[config.mk]
export PLATFORM = sky130hd
export DESIGN_NAME = rsp_arb
export DESIGN_NICKNAME = d
export VERILOG_FILES = /design/src/rtl/muldiv_pkg.sv /design/src/rtl/rsp_arb.sv
export SDC_FILE = /design/constraint.sdc
export NUM_CORES = 1
export LEC_CHECK = 0
export ABC_AREA = 1
export BUFFER_PORTS_ARGS = -buffer_cell sky130_fd_sc_hd__buf_4
export CAP_MARGIN = 20
export CELL_PAD_IN_SITES_DETAIL_PLACEMENT = 1
export CELL_PAD_IN_SITES_GLOBAL_PLACEMENT = 2
export CORE_MARGIN = 2
export CORE_UTILIZATION = 23
export CTS_BUF_LIST = sky130_fd_sc_hd__clkbuf_16
export DETAILED_ROUTE_END_ITERATION = 7
export GPL_TIMING_DRIVEN = 0
export PLACE_DENSITY_LB_ADDON = 0.1
export SYNTH_ARGS = -nofsm -noshare
export SYNTH_HDL_FRONTEND = slang
export SYNTH_SLANG_ARGS = --single-unit
[constraint.sdc]
create_clock -name clk -period 5.3 [get_ports clk]
set_input_delay 0.53 -clock clk [delete_from_list [all_inputs] [get_ports clk]]
set_output_delay 0.53 -clock clk [all_outputs]
set_load 0.005 [all_outputs]
[src/rtl/muldiv_pkg.sv]
// ----------------------------
// Widths, op codes and timing constants shared by the
// multiply/divide unit and its testbench
// ----------------------------
`default_nettype none

package muldiv_pkg;

    localparam int XLEN     = 32;
    localparam int LANES    = 2;
    localparam int RD_BITS  = 5;
    localparam int WID_BITS = 2;
    localparam int OP_BITS  = 3;

    // The top op code bit selects the divider
    localparam logic [OP_BITS-1:0] OP_MUL    = 3'd0;
    localparam logic [OP_BITS-1:0] OP_MULH   = 3'd1;
    localparam logic [OP_BITS-1:0] OP_MULHSU = 3'd2;
    localparam logic [OP_BITS-1:0] OP_MULHU  = 3'd3;
    localparam logic [OP_BITS-1:0] OP_DIV    = 3'd4;
    localparam logic [OP_BITS-1:0] OP_DIVU   = 3'd5;
    localparam logic [OP_BITS-1:0] OP_REM    = 3'd6;
    localparam logic [OP_BITS-1:0] OP_REMU   = 3'd7;

    localparam int MUL_LATENCY = 3;
    // One quotient bit per iteration
    localparam int DIV_STEPS   = XLEN;

endpackage

`default_nettype wire

[src/rtl/rsp_arb.sv]
// ----------------------------
// Round-robin merge of two result streams into one
// registered response
// ----------------------------
`default_nettype none

module rsp_arb (
    input  logic                                                 clk,
    input  logic                                                 arst_n,
    input  logic                                                 a_valid,
    output logic                                                 a_ready,
    input  logic [muldiv_pkg::RD_BITS-1:0]                       a_rd,
    input  logic [muldiv_pkg::WID_BITS-1:0]                      a_wid,
    input  logic [muldiv_pkg::LANES-1:0][muldiv_pkg::XLEN-1:0]   a_data,
    input  logic                                                 b_valid,
    output logic                                                 b_ready,
    input  logic [muldiv_pkg::RD_BITS-1:0]                       b_rd,
    input  logic [muldiv_pkg::WID_BITS-1:0]                      b_wid,
    input  logic [muldiv_pkg::LANES-1:0][muldiv_pkg::XLEN-1:0]   b_data,
    output logic                                                 out_valid,
    input  logic                                                 out_ready,
    output logic [muldiv_pkg::RD_BITS-1:0]                       out_rd,
    output logic [muldiv_pkg::WID_BITS-1:0]                      out_wid,
    output logic [muldiv_pkg::LANES-1:0][muldiv_pkg::XLEN-1:0]   out_data
);

    logic load;
    logic sel_b;
    logic prio_b;

    assign load = ~out_valid | out_ready;
    // b wins when it is alone or holds the priority
    assign sel_b   = b_valid & (~a_valid | prio_b);
    assign a_ready = load & ~sel_b;
    assign b_ready = load & sel_b;

    always_ff @(posedge clk or negedge arst_n) begin
        if (!arst_n) begin
            out_valid <= 1'b0;
            prio_b    <= 1'b0;
        end else if (load) begin
            out_valid <= a_valid | b_valid;
            if (a_valid & b_valid) begin
                prio_b <= ~sel_b;
            end
        end
    end

    always_ff @(posedge clk) begin
        if (load & (a_valid | b_valid)) begin
            out_rd   <= sel_b ? b_rd : a_rd;
            out_wid  <= sel_b ? b_wid : a_wid;
            out_data <= sel_b ? b_data : a_data;
        end
    end

endmodule

`default_nettype wire

# Word-level counts from Yosys, hierarchy flattened
# Index checks and enable logic that the tools add are counted.
dict set report totals {
  reg_bits 73
  input_bits 147
  output_inout_bits 74
  word_cells 21
}
dict set report classes {
  muxes 3
  bitwise 11
  reduce_logical 1
}
# cell n
set ops {}
lappend ops {{$mux W64} 1}
lappend ops {{$and A1 B1 Y1} 5}
lappend ops {{$mux W5} 1}
lappend ops {{$not A1 Y1} 3}
lappend ops {{$or A1 B1 Y1} 3}
lappend ops {{$mux W2} 1}
lappend ops {{$reduce_and A2 Y1} 1}

# Longest topological paths before layout
dict set report depth {
  depth_word 5
  ltp_mapped 6
  depth_no_buf 5
}

# Worst setup path before layout
# OpenSTA, ideal clock, no wires.
dict set report synth_timing {
  kind {in2reg}
  start {in out_ready}
  end {reg out_data[0] in the netlist's numbering (enable)}
  setup_ns 0.524
  arrival_time_ns 4.171
  required_time_ns 4.776
  slack_ns 0.605
  stages 4
  path_buffers 0
  path_cell_list {inv_1 nand2_1 inv_1 a21oi_1}
}
dict set report synth_via {
  elab_chain_len 2
}
# item line
set synth_rtl {}
lappend synth_rtl {{start, declared} rsp_arb.sv:21} ;# input logic out_ready,
lappend synth_rtl {{$or A1 B1 Y1} rsp_arb.sv:31} ;# assign load = ~out_valid | out_ready;
lappend synth_rtl {{$and A1 B1 Y1} rsp_arb.sv:50} ;# if (load & (a_valid | b_valid)) begin
lappend synth_rtl {{end signal, assigned} rsp_arb.sv:53} ;# out_data <= sel_b ? b_data : a_data;
lappend synth_rtl {{end, declared} rsp_arb.sv:24} ;# output logic [muldiv_pkg::LANES-1:0][muldiv_pkg::XLEN-1:0] out_data
# Every way passes these cells.
# A chain may end at the register's enable or synchronous reset.

# Worst setup path after layout
dict set report layout_timing {
  start {reg prio_b}
  end {out b_ready}
}
dict set report layout_via {
  elab_chain_len 3
}
# item line
set layout_rtl {}
lappend layout_rtl {{start, declared} rsp_arb.sv:29} ;# logic prio_b;
lappend layout_rtl {{start signal, assigned} rsp_arb.sv:44} ;# prio_b <= ~sel_b;
lappend layout_rtl {{$or A1 B1 Y1} rsp_arb.sv:33} ;# assign sel_b = b_valid & (~a_valid | prio_b);
lappend layout_rtl {{$and A1 B1 Y1} rsp_arb.sv:33}
lappend layout_rtl {{$and A1 B1 Y1} rsp_arb.sv:35} ;# assign b_ready = load & sel_b;
lappend layout_rtl {{end, declared} rsp_arb.sv:16} ;# output logic b_ready,
# Every way passes these cells.

==> impl_metrics.ini <==
[setup_path]
critPathLaunchType = flip-flop
max_stage_delay_ns = 0.37
crit_top_cell = buf_4
crit_family = simple AND/OR/NAND/NOR gates
crit_path_end_kind = output pin
critPathKind = reg -> out
crit_required_ns = 4.77
crit_fanout = 10
ff2ff_setup_slack_ns = 3.44
crit_path_cell_trace = inv_1 -> nand2_2 -> nand2_4 -> buf_4 -> nor2_1 -> buf_4
cp_slowest_cell = dfrtp_1
critical_path_buf_inv_count = 3
cp.arrival_ns = 1.60

[grt]
grt-ovfl-total = 0
grt_usage_pct = 15.09
antenna_found_initial = 0
grt_max_degree = 24
grt_pass1_vias = 3334
grt_pass1_wl_um = 17100

[synthesis]
ys_warn_count = 0
syn-instance-count = 326
synth_area_mm2 = 0.003278
ys_seq_area_share_pct = 66.56
synth-seq-cells = 73
syn_area_per_cell_um2 = 10.06
syn_nets = 473
synth_cell_type_count = 13

[floorplanning]
initial_core_util_pct = 23.62
die_h_um = 123.4
boundaryPins = 221
dieArea_mm2 = 0.01522
die_x_um = 123.4
core_mm2 = 0.01388
rows = 43

[detailed_routing]
drt_iter0_markers = 121
detail_route.wl_per_cell_um = 15.77
dr.pass1.iters = 4
finalWirelength_um = 11720
vias_per_cell = 4.326
route.detailed.drc = 0
drt.antenna.violating_nets = 0
vias = 3214

[cells_and_area]
drive_gt1_share_pct = 45.47
syn_to_final_growth_pct = 67.29
design_area_mm2 = 0.005484
final_cells = 743
final_nets = 708
nFillCells = 1605
diodes = 0

[cts]
cts_root_buf = clkbuf_16
insertion_delay_ns = 0.33
h-tree-depth = 3
cts_setup_buffers = 0
clkSinkCount = 73
cts_tree = done
clk_path_buf_depth = 2
numCtsBuffers = 9
path_clk_slew_ns = 0.06

[placement]
dp.cells = 729
dpl_cell_area_mm2 = 0.005234
place_hpwl_um = 9089
place_congestion = 0.7463
place.port_buffers = 220

[power]
leakage_nw = 2.693
ir_worst_vdd_mv = 0.1078
cellPowerDensity_mw_per_mm2 = 292.9

[sta]
finalCritPeriodShare_pct = 40.22
setup_viol = 0
rsz0062_at_grt = false
slew_viol_final = 0
fin_skew_ns = 0.003736
tightestPinTransition_ns = 0.5827
min_period_ns = 2.131
fmax_mhz = 469.2
finalHoldViolations = 0
slew_headroom_pct = 61.07
finalSetupTns_ns = 0

[run_status]
status = complete, no violations

[hold_path]
min_path_type = in -> reg

[job]
cap_viol_max_count = 0
-- layer usage --
layer | GRT usage (%) | wire length, um | vias up
met5 | 0 | 0 | -
met4 | 8.097 | 427 | 0
met3 | 5.535 | 1212 | 25
met2 | 24.73 | 5527 | 144
met1 | 17.07 | 4549 | 1469
li1 | - | - | 1576
-- timing repair --
| item | CTS | global route |
|---|---|---|
| hold buffers | 1 | 0 |
| resized for setup | 0 | 0 |
| setup endpoints to repair | 0 | 0 |
| hold endpoints to repair | 2 | 0 |
-- cell usage after synthesis --
cell | number | area [um^2]
clkbuf_1 | 1 | 3.750
a21oi_1 | 2 | 10.01
nand2_1 | 147 | 551.8
inv_1 | 6 | 22.52
buf_4 | 6 | 45.04
nand4_1 | 1 | 6.260
buf_2 | 15 | 75.07
nand3_1 | 72 | 360.4
nor2_1 | 1 | 3.750
dfrtp_1 | 2 | 50.05
nand2_2 | 1 | 6.260
edfxtp_1 | 71 | 2132
nand2_4 | 1 | 11.26
-- power breakdown --
group / internal (W) / total, W / switching [W]
registers: 0.000712 / 0.000728 / 0.0000161
clock network: 0.000302 / 0.000519 / 0.000217
logic: 0.000186 / 0.000359 / 0.000173
total: 0.00120 / 0.00161 / 0.000406
-- registers in the layout (all words and copies together) (netlist names) --
| register | cells |
|---|---|
| out_data | 64 |
| out_rd | 5 |
| out_wid | 2 |
| out_valid | 1 |
| prio_b | 1 |
-- stage by stage --
step                      total power, W  setup slack (ns)  hold slack (ns)  utilization [%]
after floorplan                0.0008813            0.6048           0.2344                -
after global placement          0.001097            -1.850           0.3144            37.14
after detailed placement        0.001108             3.070           0.3159            37.71
after CTS                       0.001636             3.119           0.4425            39.51
after global routing            0.001691             3.061           0.4562            39.51
final                           0.001607             3.169           0.4594            39.51
-- kinds of logic after synthesis --
family          Yosys count  share of synthesized area (%)
flops                    73                          66.56
simple gates            223                          28.66
compound gates            2                         0.3054
buf+inv                  28                          4.465
-- final timing paths --
path                       depth (start not counted)  startpoint            to
max                                                6      prio_b       b_ready
min                                                3  a_data[56]  out_data[56]
max reg2reg                                        5   out_valid  out_data[21]
min reg2reg                                        2      prio_b        prio_b
max in group asynchronous                          2      arst_n     out_valid
min in group asynchronous                          2      arst_n        prio_b
-- cell type report --
cell class                 count  area, um^2  area share, %
buffer                        22       123.9          2.259
clock buffer                   9       225.2          4.107
clock inverter                 4       15.01         0.2738
inverter                       6       22.52         0.4107
multi-input combinational    225       960.9          17.52
sequential                    73        2182          39.79
tap                          180       225.2          4.107
timing repair buffer         224        1729          31.53
-- cell usage in the layout (no fill, tap or decap), drive strengths merged --
master,n
buf,244
nand2,149
nand3,72
edfxtp,71
clkbuf,10
inv,7
clkinv,3
dfrtp,2
a21oi,2
nor2,1
nand4,1
dlygate4sd3,1
-- worst register-to-register path: cells and delay by family (launching register included) --
| kind | cells | cell delay, ns |
|---|---|---|
| AO/OA/AOI/OAI | 1 | 0.48 |
| buffers and inverters | 3 | 0.55 |
| AND/OR/NAND/NOR | 1 | 0.14 |
| flip-flops | 1 | 0.39 |
Power figures use the tool's default switching activity.
