File: src/rtl/muldiv_pkg.sv
// ----------------------------
// Widths, op codes and timing constants shared by the
// multiply/divide unit and its testbench
// ----------------------------
`default_nettype none

package muldiv_pkg;

    localparam int XLEN     = 32;
    localparam int LANES    = 2;
    localparam int RD_BITS  = 5;
    localparam int WID_BITS = 2;
    localparam int OP_BITS  = 3;

    // The top op code bit selects the divider
    localparam logic [OP_BITS-1:0] OP_MUL    = 3'd0;
    localparam logic [OP_BITS-1:0] OP_MULH   = 3'd1;
    localparam logic [OP_BITS-1:0] OP_MULHSU = 3'd2;
    localparam logic [OP_BITS-1:0] OP_MULHU  = 3'd3;
    localparam logic [OP_BITS-1:0] OP_DIV    = 3'd4;
    localparam logic [OP_BITS-1:0] OP_DIVU   = 3'd5;
    localparam logic [OP_BITS-1:0] OP_REM    = 3'd6;
    localparam logic [OP_BITS-1:0] OP_REMU   = 3'd7;

    localparam int MUL_LATENCY = 3;
    // One quotient bit per iteration
    localparam int DIV_STEPS   = XLEN;

endpackage

`default_nettype wire

File: src/rtl/serial_div.sv
// ----------------------------
// Bit-serial restoring divider for both lanes; holds
// one request until its result is taken
// ----------------------------
`default_nettype none

module serial_div (
    input  logic                                                 clk,
    input  logic                                                 arst_n,
    input  logic                                                 in_valid,
    output logic                                                 in_ready,
    input  logic                                                 is_signed,
    input  logic                                                 is_rem,
    input  logic [muldiv_pkg::RD_BITS-1:0]                       in_rd,
    input  logic [muldiv_pkg::WID_BITS-1:0]                      in_wid,
    input  logic [muldiv_pkg::LANES-1:0][muldiv_pkg::XLEN-1:0]   rs1,
    input  logic [muldiv_pkg::LANES-1:0][muldiv_pkg::XLEN-1:0]   rs2,
    output logic                                                 out_valid,
    input  logic                                                 out_ready,
    output logic [muldiv_pkg::RD_BITS-1:0]                       out_rd,
    output logic [muldiv_pkg::WID_BITS-1:0]                      out_wid,
    output logic [muldiv_pkg::LANES-1:0][muldiv_pkg::XLEN-1:0]   out_data
);

    logic                                               busy;
    logic                                               accept;
    logic                                               last_step;
    logic [$clog2(muldiv_pkg::DIV_STEPS+1)-1:0]         cnt;
    logic                                               is_rem_q;
    logic [muldiv_pkg::LANES-1:0]                       neg_n;
    logic [muldiv_pkg::LANES-1:0]                       neg_d;
    logic [muldiv_pkg::LANES-1:0][muldiv_pkg::XLEN-1:0] num_q;
    logic [muldiv_pkg::LANES-1:0][muldiv_pkg::XLEN-1:0] den_q;
    logic [muldiv_pkg::LANES-1:0][muldiv_pkg::XLEN-1:0] rem_q;
    logic [muldiv_pkg::LANES-1:0][muldiv_pkg::XLEN-1:0] num_d;
    logic [muldiv_pkg::LANES-1:0][muldiv_pkg::XLEN-1:0] rem_d;
    logic [muldiv_pkg::LANES-1:0][muldiv_pkg::XLEN-1:0] res_d;

    assign in_ready  = ~busy & ~out_valid;
    assign accept    = in_valid & in_ready;
    assign last_step = int'(cnt) == muldiv_pkg::DIV_STEPS;

    // num_q shifts the dividend out at the top and collects quotient bits below
    always_comb begin
        logic [muldiv_pkg::XLEN:0]   trial;
        logic [muldiv_pkg::XLEN-1:0] quo;
        for (int i = 0; i < muldiv_pkg::LANES; i++) begin
            trial = {rem_q[i], num_q[i][muldiv_pkg::XLEN-1]} - {1'b0, den_q[i]};
            if (trial[muldiv_pkg::XLEN]) begin
                rem_d[i] = {rem_q[i][muldiv_pkg::XLEN-2:0], num_q[i][muldiv_pkg::XLEN-1]};
                num_d[i] = {num_q[i][muldiv_pkg::XLEN-2:0], 1'b0};
            end else begin
                rem_d[i] = trial[muldiv_pkg::XLEN-1:0];
                num_d[i] = {num_q[i][muldiv_pkg::XLEN-2:0], 1'b1};
            end
            // Overflow needs no special case, the magnitudes already give the right bits
            quo = (neg_n[i] ^ neg_d[i]) ? -num_q[i] : num_q[i];
            if (den_q[i] == '0) begin
                quo = '1;
            end
            res_d[i] = is_rem_q ? (neg_n[i] ? -rem_q[i] : rem_q[i]) : quo;
        end
    end

    always_ff @(posedge clk or negedge arst_n) begin
        if (!arst_n) begin
            busy      <= 1'b0;
            out_valid <= 1'b0;
            cnt       <= '0;
        end else if (accept) begin
            busy <= 1'b1;
            cnt  <= '0;
        end else if (busy) begin
            if (last_step) begin
                busy      <= 1'b0;
                out_valid <= 1'b1;
            end else begin
                cnt <= cnt + 1'b1;
            end
        end else if (out_ready) begin
            out_valid <= 1'b0;
        end
    end

    always_ff @(posedge clk) begin
        if (accept) begin
            out_rd   <= in_rd;
            out_wid  <= in_wid;
            is_rem_q <= is_rem;
            rem_q    <= '0;
            for (int i = 0; i < muldiv_pkg::LANES; i++) begin
                neg_n[i] <= is_signed & rs1[i][muldiv_pkg::XLEN-1];
                neg_d[i] <= is_signed & rs2[i][muldiv_pkg::XLEN-1];
                num_q[i] <= (is_signed & rs1[i][muldiv_pkg::XLEN-1]) ? -rs1[i] : rs1[i];
                den_q[i] <= (is_signed & rs2[i][muldiv_pkg::XLEN-1]) ? -rs2[i] : rs2[i];
            end
        end else if (busy) begin
            if (last_step) begin
                out_data <= res_d;
            end else begin
                num_q <= num_d;
                rem_q <= rem_d;
            end
        end
    end

endmodule

`default_nettype wire

File: config.mk
export PLATFORM = sky130hd
export DESIGN_NAME = serial_div
export DESIGN_NICKNAME = d
export VERILOG_FILES = /design/src/rtl/muldiv_pkg.sv /design/src/rtl/serial_div.sv
export SDC_FILE = /design/constraint.sdc
export NUM_CORES = 1
export LEC_CHECK = 0
export ABC_AREA = 1
export BUFFER_PORTS_ARGS = -buffer_cell sky130_fd_sc_hd__buf_4
export CELL_PAD_IN_SITES_DETAIL_PLACEMENT = 0
export CELL_PAD_IN_SITES_GLOBAL_PLACEMENT = 1
export CORE_AREA = 4 4 314 192
export DETAILED_ROUTE_END_ITERATION = 8
export DIE_AREA = 0 0 318 196
export PLACE_DENSITY = 0.8
export SKIP_CTS_REPAIR_TIMING = 1
export SKIP_LAST_GASP = 1
export SYNTH_ARGS = -nofsm -noshare
export SYNTH_HDL_FRONTEND = slang
export SYNTH_SLANG_ARGS = --single-unit
File: constraint.sdc
create_clock -name clk -period 4.2 [get_ports clk]
set_input_delay 0.42 -clock clk [delete_from_list [all_inputs] [get_ports clk]]
set_output_delay 0.42 -clock clk [all_outputs]
set_load 0.05 [all_outputs]
# Word-level counts from Yosys, hierarchy flattened
# Index checks and enable logic that the tools add are counted.
# word_totals
register_bits	276
in_bits	141
out_inout_bits	73
# classes
n_reduce_logical	8
mux	28
n_addsub	11
bitwise_logic	12
n_eq_ne	3
# op_table
operator	count
$mux 32	14
$neg 32->32	8
$mux 64	3
$sub 33x32->33	2
$logic_not 32->1	2
$mux 6	3
$mux 1	8
$add 6x1->6 const B	1
$and 1x1->1	6
$eq 6x6->1 const B	1
$reduce_and 3->1	2
$not 1->1	4
$reduce_and 2->1	2
$reduce_bool 2->1	2
$ne 2x1->1 const B	1
$ne 2x2->1 const B	1
$xor 1x1->1	2

# Depth between registers and ports, before layout
# depth
depth_word	5
ltp_mapped	19
depth_no_buf	18

# Worst setup path before layout
# OpenSTA, ideal clock, no wires.
# synth_path
kind	register -> register
startpoint	register out_valid
endpoint	register out_data[0] (netlist name) (enable)
stages_incl_launch_ff	9
slack_ps	-489
arrival_time_ps	4147
required_time_ps	3658
setup_ps	542
cell_sequence	dfrtp_1 -> nor2_1 -> nand2_1 -> inv_2 -> nor2_1 -> inv_1 -> nor2_1 -> nand2_1 -> inv_1
# synth_between
elab_chain_cells	5
# synth_lines
element	line	rtl
from (decl)	serial_div.sv:18	output logic out_valid,
from (signal assigned)	serial_div.sv:68	out_valid <= 1'b0;
from (signal assigned)	serial_div.sv:76	out_valid <= 1'b1;
from (signal assigned)	serial_div.sv:81	out_valid <= 1'b0;
$not 1->1	serial_div.sv:39	assign in_ready = ~busy & ~out_valid;
$and 1x1->1	serial_div.sv:39	
via in_ready	serial_div.sv:11	output logic in_ready,
$and 1x1->1	serial_div.sv:40	assign accept = in_valid & in_ready;
$not 1->1 (no line)	--	
$reduce_and 3->1 (no line)	--	
to (signal assigned)	serial_div.sv:99	out_data <= res_d;
to (decl)	serial_div.sv:22	output logic [muldiv_pkg::LANES-1:0][muldiv_pkg::XLEN-1:0] out_data
# The timed path passes the listed nets, and every way through them passes these cells.
# A chain may end at the register's enable or synchronous reset.

==> results.json <==
{
  "status": "finished, final reports clean",
  "ys_ff_latch": 276,
  "start_util": 0.408,
  "setup_ws_ns": 1.27,
  "synth_area_sq_mm": 0.0234,
  "finalSetupViolations": 0,
  "first_iter_violations": 2853,
  "fin_tns_setup_ns": 0,
  "yosysWarnings": 0,
  "max_freq_mhz": 341,
  "numPortBuffers": 213,
  "tightest_slew_ns": 1.08,
  "rsz0062_at_grt": "no",
  "cts_tree": "built",
  "finalClockSkew_ns": 0.0353,
  "hold_depth": 1,
  "drt-total-wl_mm": 88.0,
  "synth_ff_type": "edfxtp_1",
  "antenna_found_initial": 1,
  "grt_pass1_vias": 21100,
  "ys_seq_area_frac": 0.326,
  "firstDrtPassIters": 6,
  "synthCells": 3655,
  "fin_nets": 4065,
  "syn_avg_cell_area_sq_um": 6.39,
  "r2r-end": "out_data[59]",
  "critPathLaunchType": "register",
  "final_layout_size_suffix_gt1_frac": 0.0917,
  "slew_viol_final": 0,
  "final_cell_count_no_fill": 4644,
  "post-dp-hpwl_mm": 71.1,
  "cellPowerDensity_mw_per_mm2": 731,
  "criticalPathCategory": "reg -> reg",
  "ys_async_sr_fraction": 0.0290,
  "vias": 24000,
  "die-height_microns": 196,
  "pre_cts_ws_ns": 1.34,
  "hold_class": "in -> reg",
  "grt.overflow.total": 0,
  "cts_root_buf": "clkbuf_16",
  "drc": 0,
  "holdPathEnd": "is_rem_q",
  "worstHoldStart": "is_rem",
  "ir_worst_vdd_uv": 581,
  "clock_latency_ns": 0.61,
  "period_needed_ns": 2.93,
  "numCtsBuffers": 30,
  "row_count": 68,
  "syn2layout_area_growth_pct": 14.9,
  "setup.worst_path.end_class": "register",
  "dieArea_sq_mm": 0.0623,
  "synthesis.nets": 3872,
  "multi_input_area_sq_mm": 0.0131,
  "grt_use_total": 0.272,
  "synth_edf_count": 204,
  "worstPathArrival_ns": 3.25,
  "hold_viol_final": 0,
  "io-pin-count": 214,
  "cts_max_level": 1,
  "r2r_setup_slack_ns": 1.27,
  "maxSlewHeadroom": 0.279,
  "viasPerCell": 5.18,
  "worstRegToRegCells": 8,
  "dp_cells": 4577,
  "gp_congestion": 0.960,
  "grt_max_degree": 109,
  "core_sq_mm": 0.0573,
  "timing.critical_path.fanout_max": 29,
  "r2r_start": "neg_n[1]",
  "synth_cell_types": 52,
  "wire_per_inst_microns": 19.0,
  "fin_crit_sh": 0.699,
  "placed_cell_area_sq_mm": 0.0257,
  "clk_pin_slew_ns": 0.06,
  "fillCellCount": 6004,
  "dieWidth_microns": 318,
  "cap_violations": 0,
  "cellLeakagePower_nw": 13.4,
  "worstPathRequired_ns": 4.51,
  "fin_area_sq_mm": 0.0268,
  "cts_buffer_depth": 3,
  "grt_pass1_wl_mm": 132,
  "cts.sinks": 276,
  "ant_nets": 0,
  "regArea_sq_mm": 0.00761
}
[sequential cells by signal, summed over array words and instances (netlist names)]
register and flops:
out_data 64, cnt 6, is_rem_q 1, den_q 64, out_wid 2, rem_q 64
num_q 64, neg_d 2, out_rd 5, neg_n 2, busy 1, out_valid 1
[layer usage]
| layer | wire, microns | vias up | global-route usage |
|---|---|---|---|
| li1 | - | 12000 | - |
| met1 | 47000 | 10900 | 0.469 |
| met2 | 28800 | 1066 | 0.310 |
| met3 | 11100 | 52 | 0.0897 |
| met4 | 1100 | 0 | 0.0348 |
| met5 | 0 | - | 0 |
[layout by cell type, fill, tap and decap left out, drive strengths merged, types with 2 or more instances in the layout]
cell	synthesis	final
ha	74	74
dfxtp	64	64
clkbuf	40	41
o211ai	9	9
nand3b	12	12
o21bai	4	4
dfrtp	8	8
nand3	282	282
edfxtp	204	204
nand4	62	62
xnor2	51	51
inv	609	611
a31oi	15	15
or2	16	16
a32oi	2	2
and3	5	5
o21a	2	2
bufinv	0	3
diode	0	2
nor4	24	24
xor2	100	100
o31ai	8	8
and2	12	12
dlygate4sd3	0	8
o21ai	203	203
nand2	1261	1261
nor3	70	70
o22ai	4	4
or3	2	2
a22oi	9	9
a21oi	99	99
nor2	356	356
fa	2	2
buf	38	231
clkinv	2	8
a21o	2	2
clkinvlp	0	4
[cells by family after synthesis]
kind of cell	after synthesis	share of synthesized area
AOI/OAI and AO/OA	359	0.0829
xor gates and xnor gates	151	0.0566
adders and majority gates	76	0.0414
buffers and inverters	689	0.115
DFF	276	0.326
and+or+nand+nor	2104	0.379
[synthesized netlist by cell type, drive strengths merged, types with 4 or more instances]
master | instances | area share
nand2 | 1261 | 0.21
buf | 38 | 0.010
nand4 | 62 | 0.017
inv | 609 | 0.098
xnor2 | 51 | 0.019
a21oi | 99 | 0.021
dfrtp | 8 | 0.0086
edfxtp | 204 | 0.26
dfxtp | 64 | 0.055
o211ai | 9 | 0.0029
and3 | 5 | 0.0013
ha | 74 | 0.040
nor4 | 24 | 0.0064
nor2 | 356 | 0.059
o22ai | 4 | 0.0011
nand3b | 12 | 0.0039
o21bai | 4 | 0.0013
a31oi | 15 | 0.0040
xor2 | 100 | 0.038
or2 | 16 | 0.0043
nand3 | 282 | 0.061
o21ai | 203 | 0.044
and2 | 12 | 0.0032
a22oi | 9 | 0.0029
o31ai | 8 | 0.0026
nor3 | 70 | 0.017
clkbuf | 40 | 0.0064
[power by group]
group	internal (mW)	switching, mW	total (mW)
logic	3.36	7.73	11.1
clock network	1.63	1.22	2.85
registers	4.33	1.32	5.66
[worst max-delay path by stage]
stage | startpoint | endpoint | depth (start not counted)
floorplan | out_valid | out_data[0] | 8
global placement | is_signed | num_q[43] | 8
detailed placement | is_signed | num_q[43] | 8
CTS | neg_n[0] | out_data[12] | 10
global route | neg_n[0] | out_data[12] | 10
finish | neg_n[1] | out_data[59] | 8
[worst max-delay path, cell delays in order, from the launching register on]
cell and delay, ns:
edfxtp_1 0.32, buf_4 0.30, or2_1 0.14, and2_1 0.71, nand2_1 0.37, nand3_1 0.19, nand2_1 0.06, o21ai_0 0.44
nand2_1 0.09
[per-stage QoR]
stage	power, mW	hold slack (ns)	util
after CTS	19.3	-0.389	0.467
after floorplan	13.0	0.124	-
after global routing	21.1	0.00237	0.468
after detailed placement	16.4	0.244	0.448
final	19.6	0.0311	0.468
after global placement	16.4	0.246	0.448
[area by class of cell]
class / count / area share
Inverter: 611 / 0.0860
Multi-Input combinational cell: 2690 / 0.487
Clock inverter: 15 / 0.00718
Sequential cell: 276 / 0.284
Clock buffer: 41 / 0.0319
Timing Repair Buffer: 239 / 0.0678
Tap cell: 770 / 0.0359
Antenna cell: 2 / 0.000187
Note: power is estimated with default switching activity, not from simulation.
